--- src/hw/exec_params.svh ---
`ifndef EXEC_PARAMS_SVH
`define EXEC_PARAMS_SVH

// Operand and result width.
`define DATA_W 32

// Rename tag width, sixteen tags in flight.
`define TAG_W 4

// Reservation station entries.
`define RS_DEPTH 4

`endif
--- src/hw/execPkg.sv ---
`default_nettype none

`include "exec_params.svh"

package execPkg;

    typedef logic [`DATA_W-1:0] dataT;   // Operand, immediate or result.
    typedef logic [31:0]        addrT;   // Instruction address.
    typedef logic [`TAG_W-1:0]  tagT;    // Rename tag of the producer.

    // Integer operations handled by the slice.
    typedef enum logic [4:0] {
        LUI,
        AUIPC,
        JAL,
        JALR,
        BEQ,
        BNE,
        BLT,
        BGE,
        BLTU,
        BGEU,
        ADDI,
        SLTI,
        SLTIU,
        XORI,
        ORI,
        ANDI,
        SLLI,
        SRLI,
        SRAI,
        ADD,
        SUB,
        SLL,
        SLT,
        SLTU,
        XOR,
        SRL,
        SRA,
        OR,
        AND
    } opT;

endpackage

`default_nettype wire

--- src/hw/execCluster.sv ---
`timescale 1ns/10ps
`default_nettype none

module execCluster (
    input  wire                 clk,
    input  wire                 rst,
    input  wire                 rdy,
    input  wire                 flush,
    input  wire                 dispValid,
    input  wire execPkg::opT    dispOp,
    input  wire execPkg::addrT  dispPc,
    input  wire execPkg::dataT  dispImm,
    input  wire execPkg::tagT   dispTag,
    input  wire                 src1Ready,
    input  wire execPkg::dataT  src1Val,
    input  wire execPkg::tagT   src1Tag,
    input  wire                 src2Ready,
    input  wire execPkg::dataT  src2Val,
    input  wire execPkg::tagT   src2Tag,
    input  wire                 ldValid,
    input  wire execPkg::tagT   ldTag,
    input  wire execPkg::dataT  ldData,
    output wire                 full,
    output wire                 resValid,
    output wire execPkg::tagT   resTag,
    output wire execPkg::dataT  resData,
    output wire                 resJump,
    output wire execPkg::addrT  resTarget
);

    wire                issueValid;
    wire execPkg::opT   issueOp;
    wire execPkg::addrT issuePc;
    wire execPkg::dataT issueImm;
    wire execPkg::tagT  issueTag;
    wire execPkg::dataT issueA;
    wire execPkg::dataT issueB;

    resStation rs0 (
        .clk        (clk),
        .rst        (rst),
        .rdy        (rdy),
        .flush      (flush),
        .dispValid  (dispValid),
        .dispOp     (dispOp),
        .dispPc     (dispPc),
        .dispImm    (dispImm),
        .dispTag    (dispTag),
        .src1Ready  (src1Ready),
        .src1Val    (src1Val),
        .src1Tag    (src1Tag),
        .src2Ready  (src2Ready),
        .src2Val    (src2Val),
        .src2Tag    (src2Tag),
        .resValid   (resValid),   // Own result bus wakes waiting entries.
        .resTag     (resTag),
        .resData    (resData),
        .ldValid    (ldValid),
        .ldTag      (ldTag),
        .ldData     (ldData),
        .full       (full),
        .issueValid (issueValid),
        .issueOp    (issueOp),
        .issuePc    (issuePc),
        .issueImm   (issueImm),
        .issueTag   (issueTag),
        .issueA     (issueA),
        .issueB     (issueB)
    );

    execUnit ex0 (
        .clk        (clk),
        .rst        (rst),
        .rdy        (rdy),
        .flush      (flush),
        .issueValid (issueValid),
        .issueOp    (issueOp),
        .issuePc    (issuePc),
        .issueImm   (issueImm),
        .issueTag   (issueTag),
        .issueA     (issueA),
        .issueB     (issueB),
        .resValid   (resValid),
        .resTag     (resTag),
        .resData    (resData),
        .resJump    (resJump),
        .resTarget  (resTarget)
    );

endmodule

`default_nettype wire

--- src/hw/execUnit.sv ---
`timescale 1ns/10ps
`default_nettype none

`include "exec_params.svh"

module execUnit (
    input  wire                 clk,
    input  wire                 rst,
    input  wire                 rdy,
    input  wire                 flush,
    input  wire                 issueValid,
    input  wire execPkg::opT    issueOp,
    input  wire execPkg::addrT  issuePc,
    input  wire execPkg::dataT  issueImm,
    input  wire execPkg::tagT   issueTag,
    input  wire execPkg::dataT  issueA,
    input  wire execPkg::dataT  issueB,
    output logic                resValid,
    output execPkg::tagT        resTag,
    output execPkg::dataT       resData,
    output logic                resJump,
    output execPkg::addrT       resTarget
);

    logic          resValidQ;
    logic [4:0]    shamtI;
    logic [4:0]    shamtR;
    execPkg::addrT brTarget;
    execPkg::addrT linkAddr;
    execPkg::dataT nextData;
    logic          nextJump;
    execPkg::addrT nextTarget;

    assign shamtI   = issueImm[4:0];   // RV32I shifts use five bits.
    assign shamtR   = issueB[4:0];
    assign brTarget = issuePc + issueImm;
    assign linkAddr = issuePc + 32'd4;

    always_comb begin
        nextData   = '0;
        nextJump   = 1'b0;
        nextTarget = brTarget;
        case (issueOp)
            execPkg::LUI:   nextData = issueImm;
            execPkg::AUIPC: nextData = issuePc + issueImm;
            execPkg::JAL: begin
                nextData = linkAddr;
                nextJump = 1'b1;
            end
            execPkg::JALR: begin
                nextData      = linkAddr;
                nextJump      = 1'b1;
                nextTarget    = issueA + issueImm;
                nextTarget[0] = 1'b0;
            end
            execPkg::BEQ:   nextJump = (issueA == issueB);
            execPkg::BNE:   nextJump = (issueA != issueB);
            execPkg::BLT:   nextJump = ($signed(issueA) < $signed(issueB));
            execPkg::BGE:   nextJump = ($signed(issueA) >= $signed(issueB));
            execPkg::BLTU:  nextJump = (issueA < issueB);
            execPkg::BGEU:  nextJump = (issueA >= issueB);
            execPkg::ADDI:  nextData = issueA + issueImm;
            execPkg::SLTI:
                nextData = {{(`DATA_W-1){1'b0}}, $signed(issueA) < $signed(issueImm)};
            execPkg::SLTIU: nextData = {{(`DATA_W-1){1'b0}}, issueA < issueImm};
            execPkg::XORI:  nextData = issueA ^ issueImm;
            execPkg::ORI:   nextData = issueA | issueImm;
            execPkg::ANDI:  nextData = issueA & issueImm;
            execPkg::SLLI:  nextData = issueA << shamtI;
            execPkg::SRLI:  nextData = issueA >> shamtI;
            execPkg::SRAI:  nextData = $signed(issueA) >>> shamtI;
            execPkg::ADD:   nextData = issueA + issueB;
            execPkg::SUB:   nextData = issueA - issueB;
            execPkg::SLL:   nextData = issueA << shamtR;
            execPkg::SLT:
                nextData = {{(`DATA_W-1){1'b0}}, $signed(issueA) < $signed(issueB)};
            execPkg::SLTU:  nextData = {{(`DATA_W-1){1'b0}}, issueA < issueB};
            execPkg::XOR:   nextData = issueA ^ issueB;
            execPkg::SRL:   nextData = issueA >> shamtR;
            execPkg::SRA:   nextData = $signed(issueA) >>> shamtR;
            execPkg::OR:    nextData = issueA | issueB;
            execPkg::AND:   nextData = issueA & issueB;
            default:        nextData = '0;
        endcase
        if (!nextJump)
            nextTarget = '0;   // No target unless taken.
    end

    always_ff @(posedge clk) begin
        if (rst || flush) begin
            resValidQ <= 1'b0;
        end else if (rdy) begin
            resValidQ <= issueValid;
        end
    end

    always_ff @(posedge clk) begin
        if (rdy && issueValid) begin
            resTag    <= issueTag;
            resData   <= nextData;
            resJump   <= nextJump;
            resTarget <= nextTarget;
        end
    end

    // A pending result is held through a pause and shown once rdy returns.
    assign resValid = resValidQ & rdy;

endmodule

`default_nettype wire

--- src/hw/resStation.sv ---
`timescale 1ns/10ps
`default_nettype none

`include "exec_params.svh"

module resStation (
    input  wire                 clk,
    input  wire                 rst,
    input  wire                 rdy,
    input  wire                 flush,
    input  wire                 dispValid,
    input  wire execPkg::opT    dispOp,
    input  wire execPkg::addrT  dispPc,
    input  wire execPkg::dataT  dispImm,
    input  wire execPkg::tagT   dispTag,
    input  wire                 src1Ready,
    input  wire execPkg::dataT  src1Val,
    input  wire execPkg::tagT   src1Tag,
    input  wire                 src2Ready,
    input  wire execPkg::dataT  src2Val,
    input  wire execPkg::tagT   src2Tag,
    input  wire                 resValid,
    input  wire execPkg::tagT   resTag,
    input  wire execPkg::dataT  resData,
    input  wire                 ldValid,
    input  wire execPkg::tagT   ldTag,
    input  wire execPkg::dataT  ldData,
    output logic                full,
    output logic                issueValid,
    output execPkg::opT         issueOp,
    output execPkg::addrT       issuePc,
    output execPkg::dataT       issueImm,
    output execPkg::tagT        issueTag,
    output execPkg::dataT       issueA,
    output execPkg::dataT       issueB
);

    localparam int IdxW = $clog2(`RS_DEPTH);

    logic [`RS_DEPTH-1:0] entValid;
    logic [`RS_DEPTH-1:0] entReady;
    logic [`RS_DEPTH-1:0] aReady;
    logic [`RS_DEPTH-1:0] bReady;
    execPkg::opT          entOp  [`RS_DEPTH];
    execPkg::addrT        entPc  [`RS_DEPTH];
    execPkg::dataT        entImm [`RS_DEPTH];
    execPkg::tagT         entTag [`RS_DEPTH];
    execPkg::dataT        aVal   [`RS_DEPTH];
    execPkg::dataT        bVal   [`RS_DEPTH];
    execPkg::tagT         aTag   [`RS_DEPTH];
    execPkg::tagT         bTag   [`RS_DEPTH];
    logic [IdxW-1:0]      issueIdx;
    logic [IdxW-1:0]      freeIdx;
    logic                 dispWrite;
    logic [`DATA_W:0]     dispA;
    logic [`DATA_W:0]     dispB;

    // Returns {ready, value} after looking at both broadcast ports.
    function automatic logic [`DATA_W:0] snoop(input logic haveIt,
                                               input execPkg::dataT val,
                                               input execPkg::tagT waitTag);
        if (haveIt)
            return {1'b1, val};
        if (resValid && waitTag == resTag)
            return {1'b1, resData};
        if (ldValid && waitTag == ldTag)
            return {1'b1, ldData};
        return {1'b0, val};
    endfunction

    assign entReady   = entValid & aReady & bReady;
    assign full       = &entValid;
    assign issueValid = rdy & (|entReady);
    assign dispWrite  = rdy & dispValid & ~full;   // Strobe while full is dropped.

    // Operands of an incoming instruction may be woken in the same cycle.
    always_comb begin
        dispA = snoop(src1Ready, src1Val, src1Tag);
        dispB = snoop(src2Ready, src2Val, src2Tag);
    end

    // Lowest index wins for both issue and allocation.
    always_comb begin
        issueIdx = '0;
        freeIdx  = '0;
        for (int i = `RS_DEPTH - 1; i >= 0; i--) begin
            if (entReady[i])
                issueIdx = IdxW'(i);
            if (!entValid[i])
                freeIdx = IdxW'(i);
        end
    end

    assign issueOp  = entOp[issueIdx];
    assign issuePc  = entPc[issueIdx];
    assign issueImm = entImm[issueIdx];
    assign issueTag = entTag[issueIdx];
    assign issueA   = aVal[issueIdx];
    assign issueB   = bVal[issueIdx];

    always_ff @(posedge clk) begin
        if (rst || flush) begin
            entValid <= '0;
        end else if (rdy) begin
            if (issueValid)
                entValid[issueIdx] <= 1'b0;   // Freed on issue.
            if (dispWrite)
                entValid[freeIdx] <= 1'b1;
        end
    end

    always_ff @(posedge clk) begin
        if (rdy) begin
            for (int i = 0; i < `RS_DEPTH; i++) begin
                if (dispWrite && freeIdx == IdxW'(i)) begin
                    entOp[i]              <= dispOp;
                    entPc[i]              <= dispPc;
                    entImm[i]             <= dispImm;
                    entTag[i]             <= dispTag;
                    {aReady[i], aVal[i]}  <= dispA;
                    {bReady[i], bVal[i]}  <= dispB;
                    aTag[i]               <= src1Tag;
                    bTag[i]               <= src2Tag;
                end else if (entValid[i]) begin
                    {aReady[i], aVal[i]} <= snoop(aReady[i], aVal[i], aTag[i]);
                    {bReady[i], bVal[i]} <= snoop(bReady[i], bVal[i], bTag[i]);
                end
            end
        end
    end

endmodule

`default_nettype wire

--- config.mk ---
export PLATFORM = sky130hd
export DESIGN_NAME = execCluster
export DESIGN_NICKNAME = d
export VERILOG_FILES = /design/src/hw/execPkg.sv /design/src/hw/execCluster.sv /design/src/hw/execUnit.sv /design/src/hw/resStation.sv
export VERILOG_INCLUDE_DIRS = /design/src /design/src/hw
export SDC_FILE = /design/constraint.sdc
export NUM_CORES = 2
export LEC_CHECK = 0
export BUFFER_PORTS_ARGS = -buffer_cell sky130_fd_sc_hd__buf_4
export CAP_MARGIN = 20
export CORE_MARGIN = 3
export CORE_UTILIZATION = 55
export CTS_CLUSTER_DIAMETER = 150
export DETAILED_ROUTE_END_ITERATION = 6
export PLACE_DENSITY = 0.72
export SLEW_MARGIN = 20
export SYNTH_ARGS = -nofsm -noshare
export SYNTH_HDL_FRONTEND = slang
export SYNTH_SLANG_ARGS = --single-unit
--- constraint.sdc ---
create_clock -name clk -period 16.7 [get_ports clk]
set_input_delay 0.835 -clock clk [delete_from_list [all_inputs] [get_ports clk]]
set_output_delay 0.835 -clock clk [all_outputs]
set_load 0.005 [all_outputs]
=== Word level (Yosys, flattened, before mapping) ===
Memory sizes are Yosys's and may differ from the RTL's. A register that Yosys moved wholly into a read port is not among the register bits.
Cells that the tools add are included.

* Output and inout bits: 71
* Memories: 6
* Logic and storage cells: 512
* RAM bits: 324
* Input bits: 189
* Register bits after elaboration: 334

{| class="wikitable"
|+ Memory list
! name !! words !! bits a word !! read ports !! clocked after memory_dff !! write ports !! line !! text
|-
| rs0.entImm || 4 || 32 || 1 || 0 || 1 || resStation.sv:46 || <nowiki>execPkg::dataT entImm [`RS_DEPTH];</nowiki>
|-
| rs0.entPc || 4 || 32 || 1 || 0 || 1 || resStation.sv:45 || <nowiki>execPkg::addrT entPc [`RS_DEPTH];</nowiki>
|-
| rs0.entOp || 4 || 5 || 1 || 0 || 1 || resStation.sv:44 || <nowiki>execPkg::opT entOp [`RS_DEPTH];</nowiki>
|-
| rs0.aTag || 4 || 4 || 4 || 0 || 1 || resStation.sv:50 || <nowiki>execPkg::tagT aTag [`RS_DEPTH];</nowiki>
|-
| rs0.bTag || 4 || 4 || 4 || 0 || 1 || resStation.sv:51 || <nowiki>execPkg::tagT bTag [`RS_DEPTH];</nowiki>
|-
| rs0.entTag || 4 || 4 || 1 || 1 || 1 || resStation.sv:47 || <nowiki>execPkg::tagT entTag [`RS_DEPTH];</nowiki>
|}

* Equal/unequal tests: 53
* Add/subtract/negate cells: 5
* Shift operators: 6
* Reductions and logical operators: 76
* Order comparisons: 11
* Bitwise logic cells: 18
* Multiplexer cells: 315

{| class="wikitable"
|+ Operator list
! kind !! number
|-
| 2-to-1 mux 33 bit || 60
|-
| 2-to-1 mux 32 bit || 27
|-
| case mux 32 bit (22 select lines) || 1
|-
| OR reduction 32 bit || 6
|-
| 2-to-1 mux 1 bit || 180
|-
| binary-select mux 32 bit (select 2 bit) || 2
|-
| less-than comparator 32 bit || 4
|-
| adder 32 bit || 3
|-
| == test 4 bit || 20
|-
| == test 5 bit, second input constant || 13
|-
| bitwise AND 32 bit || 2
|-
| >= comparator 32 bit || 2
|-
| bitwise OR 32 bit || 2
|-
| << shifter 32 x 5 -> 32 bit || 2
|-
| right shift 32 x 5 -> 32 bit || 2
|-
| >>> shifter 32 x 5 -> 32 bit || 2
|-
| XOR 32 bit || 2
|-
| 2-to-1 mux 2 bit || 26
|-
| 2-to-1 mux 4 bit || 13
|-
| == test 5 x 4 -> 1 bit, second input constant || 8
|-
| OR reduction 4 bit || 10
|-
| adder 32 x 3 -> 32 bit, second input constant || 1
|-
| == test 32 bit || 1
|-
| inequality test 32 bit || 1
|-
| other kinds (29) || 94
|}

=== Logic depth before layout (Yosys ltp) ===
* Depth after elaboration: 22
* Depth in mapped cells: 26
* Depth with buffers taken out: 22

=== By module ===
Synthesis repeated with hierarchy kept, for this count alone.

* Cell total of the unflattened synthesis: 4995
* Area, all modules: 48868.1 um2

{| class="wikitable"
|+ By module, submodules not included
! module !! cells each !! seq. area each (um2) !! times used !! area each (um2)
|-
| resStation || 2170 || 17737.0 || 1 || 28614.9
|-
| execUnit || 2825 || 2092.0 || 1 || 20253.2
|}

=== Worst setup path after synthesis ===
No wires, ideal clock.

* Path kind: input-to-reg
* From: input port dispValid
* To: register rs0.aVal[32] (netlist bit) (enable)
* Cell stages on the path: 5
* Path buffers: 0
* Data required time: 16230 ps
* Setup slack: 10677 ps
* Arrival time: 5553 ps
* Setup time: 470 ps
* Cell sequence: nand4_1 -> or2_2 -> inv_1 -> nor3_1 -> a211oi_1

* Cells in the longest elaborated chain, start to end: 5
* Elaborated cells on any way between the ends: 6
* Those cells by class: 2 x bitwise; 4 x reduce/logical

{| class="wikitable"
|+ Ends and longest elaborated chain
! item !! line !! text
|-
| from (decl) || execCluster.sv:9 || <nowiki>input wire dispValid,</nowiki>
|-
| bitwise AND 1 bit (*) (2 in series) || resStation.sv:74 || <nowiki>assign dispWrite = rdy & dispValid & ~full;</nowiki>
|-
| logical AND 1 bit (*) || resStation.sv:115 || <nowiki>if (dispWrite && freeIdx == IdxW'(i)) begin</nowiki>
|-
| nonzero test 4 bit (no line) or nonzero test 2 bit (tied branches) || -- ||
|-
| AND reduction 3 bit (no line) (*) || -- ||
|-
| to (signal, indexed assignment) || resStation.sv:120 || <nowiki>{aReady[i], aVal[i]} <= dispA;</nowiki>
|-
| to (signal, indexed assignment) || resStation.sv:125 || <nowiki>{aReady[i], aVal[i]} <= snoop(aReady[i], aVal[i], aTag[i]);</nowiki>
|-
| to (decl) || resStation.sv:48 || <nowiki>execPkg::dataT aVal [`RS_DEPTH];</nowiki>
|}

Mark *: on every way between the ends. The rest lies on a longest branch, timed or not.
A chain may end at the register's enable or synchronous reset.

=== Final worst setup path ===
* From: register rs0.bReady[2]
* To: register ex0.resTarget[0], data pin

* Cells in the longest elaborated chain, start to end: 12
* Elaborated cells on any way between the ends: 33
* Those cells by class: 1 x add/sub; 4 x order compare; 10 x eq/ne; 10 x mux; 3 x bitwise; 2 x reduce/logical; 3 x memory

{| class="wikitable"
|+ Ends and longest elaborated chain
! item !! line !! text
|-
| from (decl) || resStation.sv:43 || <nowiki>logic [`RS_DEPTH-1:0] bReady;</nowiki>
|-
| from (signal, indexed assignment) || resStation.sv:121 || <nowiki>{bReady[i], bVal[i]} <= dispB;</nowiki>
|-
| from (signal, indexed assignment) || resStation.sv:126 || <nowiki>{bReady[i], bVal[i]} <= snoop(bReady[i], bVal[i], bTag[i]);</nowiki>
|-
| bitwise AND 4 bit (*) || resStation.sv:71 || <nowiki>assign entReady = entValid & aReady & bReady;</nowiki>
|-
| 2-to-1 mux 2 bit (*) (3 in series) || resStation.sv:87 || <nowiki>if (entReady[i])</nowiki>
|-
| NOT 2 -> 3 bit (not written as such) || resStation.sv:98, resStation.sv:99 ||
|-
| binary-select mux 32 bit (select 2 bit), on equally long branches || resStation.sv:98, resStation.sv:99 ||
|-
| 2-to-1 mux 32 bit, on equally long branches (2 in series) || resStation.sv:98, resStation.sv:99 ||
|-
| >= comparator 32 bit (tied with other cells) || execUnit.sv:61 || <nowiki>execPkg::BGEU: nextJump = (issueA >= issueB);</nowiki>
|-
| case mux 1 bit (7 select lines) (*) || execUnit.sv:43 || <nowiki>case (issueOp)</nowiki>
|-
| via ex0.nextJump || execUnit.sv:31 || <nowiki>logic nextJump;</nowiki>
|-
| NOT 1 bit (no line) (*) || -- ||
|-
| OR reduction 2 bit (no line) (*) || -- ||
|-
| to (signal assigned) || execUnit.sv:102 || <nowiki>resTarget <= nextTarget;</nowiki>
|-
| to (decl) || execUnit.sv:22 || <nowiki>output execPkg::addrT resTarget</nowiki>
|}

Mark *: on every way through the listed nets, which the timed path passes. The rest lies on a longest branch. The select of a mux whose other input is x is not followed.

==> summary.md <==
| Metric | Value |
|---|---|
| Peak Freq | `104.6 MHz` |
| Buffers added on ports | `259` |
| Worst min-delay path category | `primary input to flip-flop` |
| Met3 usage | `20.54%` |
| Mapped Cells | `5180` |
| CP Launch Point | `rs0.bReady[2]` |
| Hold Vio Cnt, Final | `0` |
| Initial Util | `55.63%` |
| HPWL after DPL | `170000 um` |
| Critical-path cell list | `nand3_1, buf_4, nand2_1, nor2_4, a221oi_1, clkinv_1, ha_1, or3_1, nor3_1, a211oi_1, o21a_1, o211ai_1, a221oi_1, xnor2_1, xnor2_1, a211oi_1, a31oi_2, buf_4, inv_1, and3_1` |
| Initial antenna violation count | `11` |
| Via count | `49810` |
| Setup CP Type | `flip-flop to flip-flop` |
| Final core utilization | `62.59%` |
| First-iteration detailed-routing DRC count | `10100` |
| Crit path max fanout | `27` |
| Leakage | `20.24 nW` |
| Synth Area per Inst | `9.331 um2` |
| Post-synth top area share | `40.82%` |
| Die width | `302.4 um` |
| Post-CTS Resized | `0` |
| Pins Over Slew Limit | `0` |
| Die footprint | `91470 um2` |
| Post-synthesis cell area | `48330 um2` |
| Final TNS setup | `0 ps` |
| Global Route Usage Sum | `50.90%` |
| Final setup vio count | `0` |
| Fin nets | `5622` |
| Clock Latency Late Sink | `720 ps` |
| Busiest grt layer | `met2` |
| Die H | `302.4 um` |
| DR pass1 iterations | `7` |
| Slew @ Worst Pin | `1285 ps` |
| Crit-path max cell delay | `980 ps` |
| GRT met2 Usage | `70.78%` |
| WL/cell | `36.92 um` |
| Post-layout power | `4.346 mW` |
| Multi-input logic area | `26350 um2` |
| GPL Wtd Cong | `1.136` |
| FF+latch area | `19830 um2` |
| Number of filler cells placed in the layout | `7171` |
| Sequential area share after synthesis | `41.03%` |
| Synth Flop Type | `edfxtp_1` |
| Row count | `108` |
| Clock sinks | `662` |
| Max-Cap Viols | `0` |
| Clock Tree Buf Depth | `3` |
| CTS tree | `yes` |
| Global-route wire length before repair | `336600 um` |
| Routed WL | `239600 um` |
| Num ports | `260` |
| Htree depth | `3` |
| Relative max-transition margin | `14.31%` |
| Dpl ws | `7774 ps` |
| Worst Path Arrival | `9970 ps` |
| CTS clk-pin slew, worst paths | `60 ps` |
| RSZ-0062 raised after global routing | `false` |
| Peak supply drop | `89.67 uV` |
| Largest net degree at the start of global routing | `83` |
| Core area | `86890 um2` |
| Setup Skew | `60.48 ps` |
| P&R area growth vs syn | `12.53%` |
| Synthesized Nets | `5531` |
| Distinct cells, synth | `104` |
| Post-route antenna net violation count | `0` |
| CTS root buf | `clkbuf_16` |
| Async SR Flop Fraction | `0%` |
| GR Layer Usage met1 | `64.60%` |
| Pwr per Cell Area | `79.90 nW/um2` |
| Commonest non-fill, non-tap cell in the layout | `edfxtp_1` |
| Worst EP required | `17120 ps` |
| Worst path slowest cell | `edfxtp_1` |
| Area leader, netlist | `edfxtp_1` |
| Most frequent cells in the layout | `657 x edfxtp_1, 454 x buf_4, 424 x nor2_1, 399 x o21ai_0, 388 x nand2_1` |
| Violated checks | `design-rule violations` |
| Top cells by area, synth | `edfxtp_1 41%, mux2i_1 6.5%, o21ai_0 4.2%` |
| Tmin final | `9556 ps` |
| Grt ovf | `0` |
| Number of synthesized flops with an enable pin | `657` |
| Post-CTS setup repair buffer count | `0` |
| Min-delay src | `dispImm[2]` |
| Setup crit end kind | `flip-flop` |
| R2r startpoint | `rs0.bReady[2]` |
| Status | `finished, violations left` |
| Vias in the first global route | `46660` |
| Cts hold-fix bufs | `0` |
| Via-per-instance ratio | `7.675` |
| YS warnings | `0` |
| TritonCTS buffer count | `75` |
| Yosys reg bits | `662` |
| Share of layout cells above drive strength 1 | `13.35%` |
| Startpoint type of the worst setup path | `flip-flop` |
| DRC | `9` |
| Setup ws final | `7144 ps` |
| Final worst-path cycle share | `57.22%` |
[flip-flops by register name (all words and copies together), names as in the netlist, 20 cells and up]
name	count
rs0.aVal	128
rs0.bVal	128
rs0.entImm	128
rs0.entPc	128
ex0.resData	32
ex0.resTarget	32
rs0.entOp	20
[per-stage QoR]
step,cells,hold WS (ps),instance area (um2)
2_1_floorplan,5180,449.2,48330
3_3_place_gp,6348,462.4,51730
6_report,6489,323.9,54390
5_1_grt,6484,316.5,54370
4_1_cts,6482,317.6,54360
3_5_place_dp,6349,467.0,51750
[cell families (layout without fill, tap and decap cells)]
| family | Yosys count | after routing | share of synthesized area, % |
|---|---|---|---|
| XOR/XNOR | 219 | 219 | 3.969 |
| adder cells (fa/ha/maj) | 162 | 162 | 4.256 |
| multiplexers | 340 | 340 | 7.290 |
| AO/OA/AOI/OAI | 1785 | 1785 | 24.73 |
| other | 0 | 7 | 0 |
| buffers and inverters | 627 | 774 | 5.136 |
| flip-flops | 662 | 662 | 41.03 |
| AND/OR/NAND/NOR | 1385 | 1385 | 13.59 |
[routing by layer]
layer / routed length [um] / vias to the layer above
met5: 68 / -
met4: 21750 / 8
met3: 40500 / 1271
met2: 95200 / 5100
met1: 82060 / 23380
li1: - / 20050
[cell type report]
class | count | share of cell area [%]
clock buffers | 81 | 3.492
multi-input cells | 3891 | 48.45
diodes | 7 | 0.03221
flip-flops and latches | 662 | 36.46
repair buffers | 455 | 6.287
clock inverters | 52 | 1.309
inverters | 186 | 1.314
well taps | 1155 | 2.657
[worst max-delay path: cells and delay by family (launching register included)]
family | cells | cell delay, ps
AOI/OAI and AO/OA | 7 | 3070
xor gates and xnor gates | 2 | 460
adders and majority gates | 1 | 660
buffers and inverters | 4 | 1830
DFF | 1 | 980
and+or+nand+nor | 6 | 2190
[synth_stat cells, types with 40 or more instances]
| master | number |
|---|---|
| a211o_1 | 40 |
| a211oi_1 | 48 |
| a21o_1 | 46 |
| a21oi_1 | 319 |
| a221oi_1 | 58 |
| a22oi_1 | 114 |
| buf_1 | 105 |
| buf_2 | 48 |
| clkbuf_1 | 275 |
| edfxtp_1 | 657 |
| ha_1 | 158 |
| inv_1 | 174 |
| mux2i_1 | 313 |
| nand2_1 | 391 |
| nand3_1 | 88 |
| nor2_1 | 432 |
| nor3_1 | 103 |
| o21ai_0 | 405 |
| o221ai_1 | 44 |
| o22a_1 | 72 |
| o22ai_1 | 266 |
| or3_1 | 151 |
| xnor2_1 | 134 |
| xor2_1 | 85 |
[report_power, final]
part	switching, mW	internal (mW)	leakage [nW]
Clock	0.747	1.04	1.26
Sequential	0.00947	1.84	5.87
Combinational	0.488	0.223	13.1
[final timing paths]
kind | endpoint | cells past startpoint | slack (ps)
min reg2reg | ex0.resValidQ | 2 | 490
min | rs0.entImm[2][2] | 1 | 320
max reg2reg | ex0.resTarget[0] | 20 | 7140
max | ex0.resTarget[0] | 20 | 7140
(Power assumes the default switching activity.)
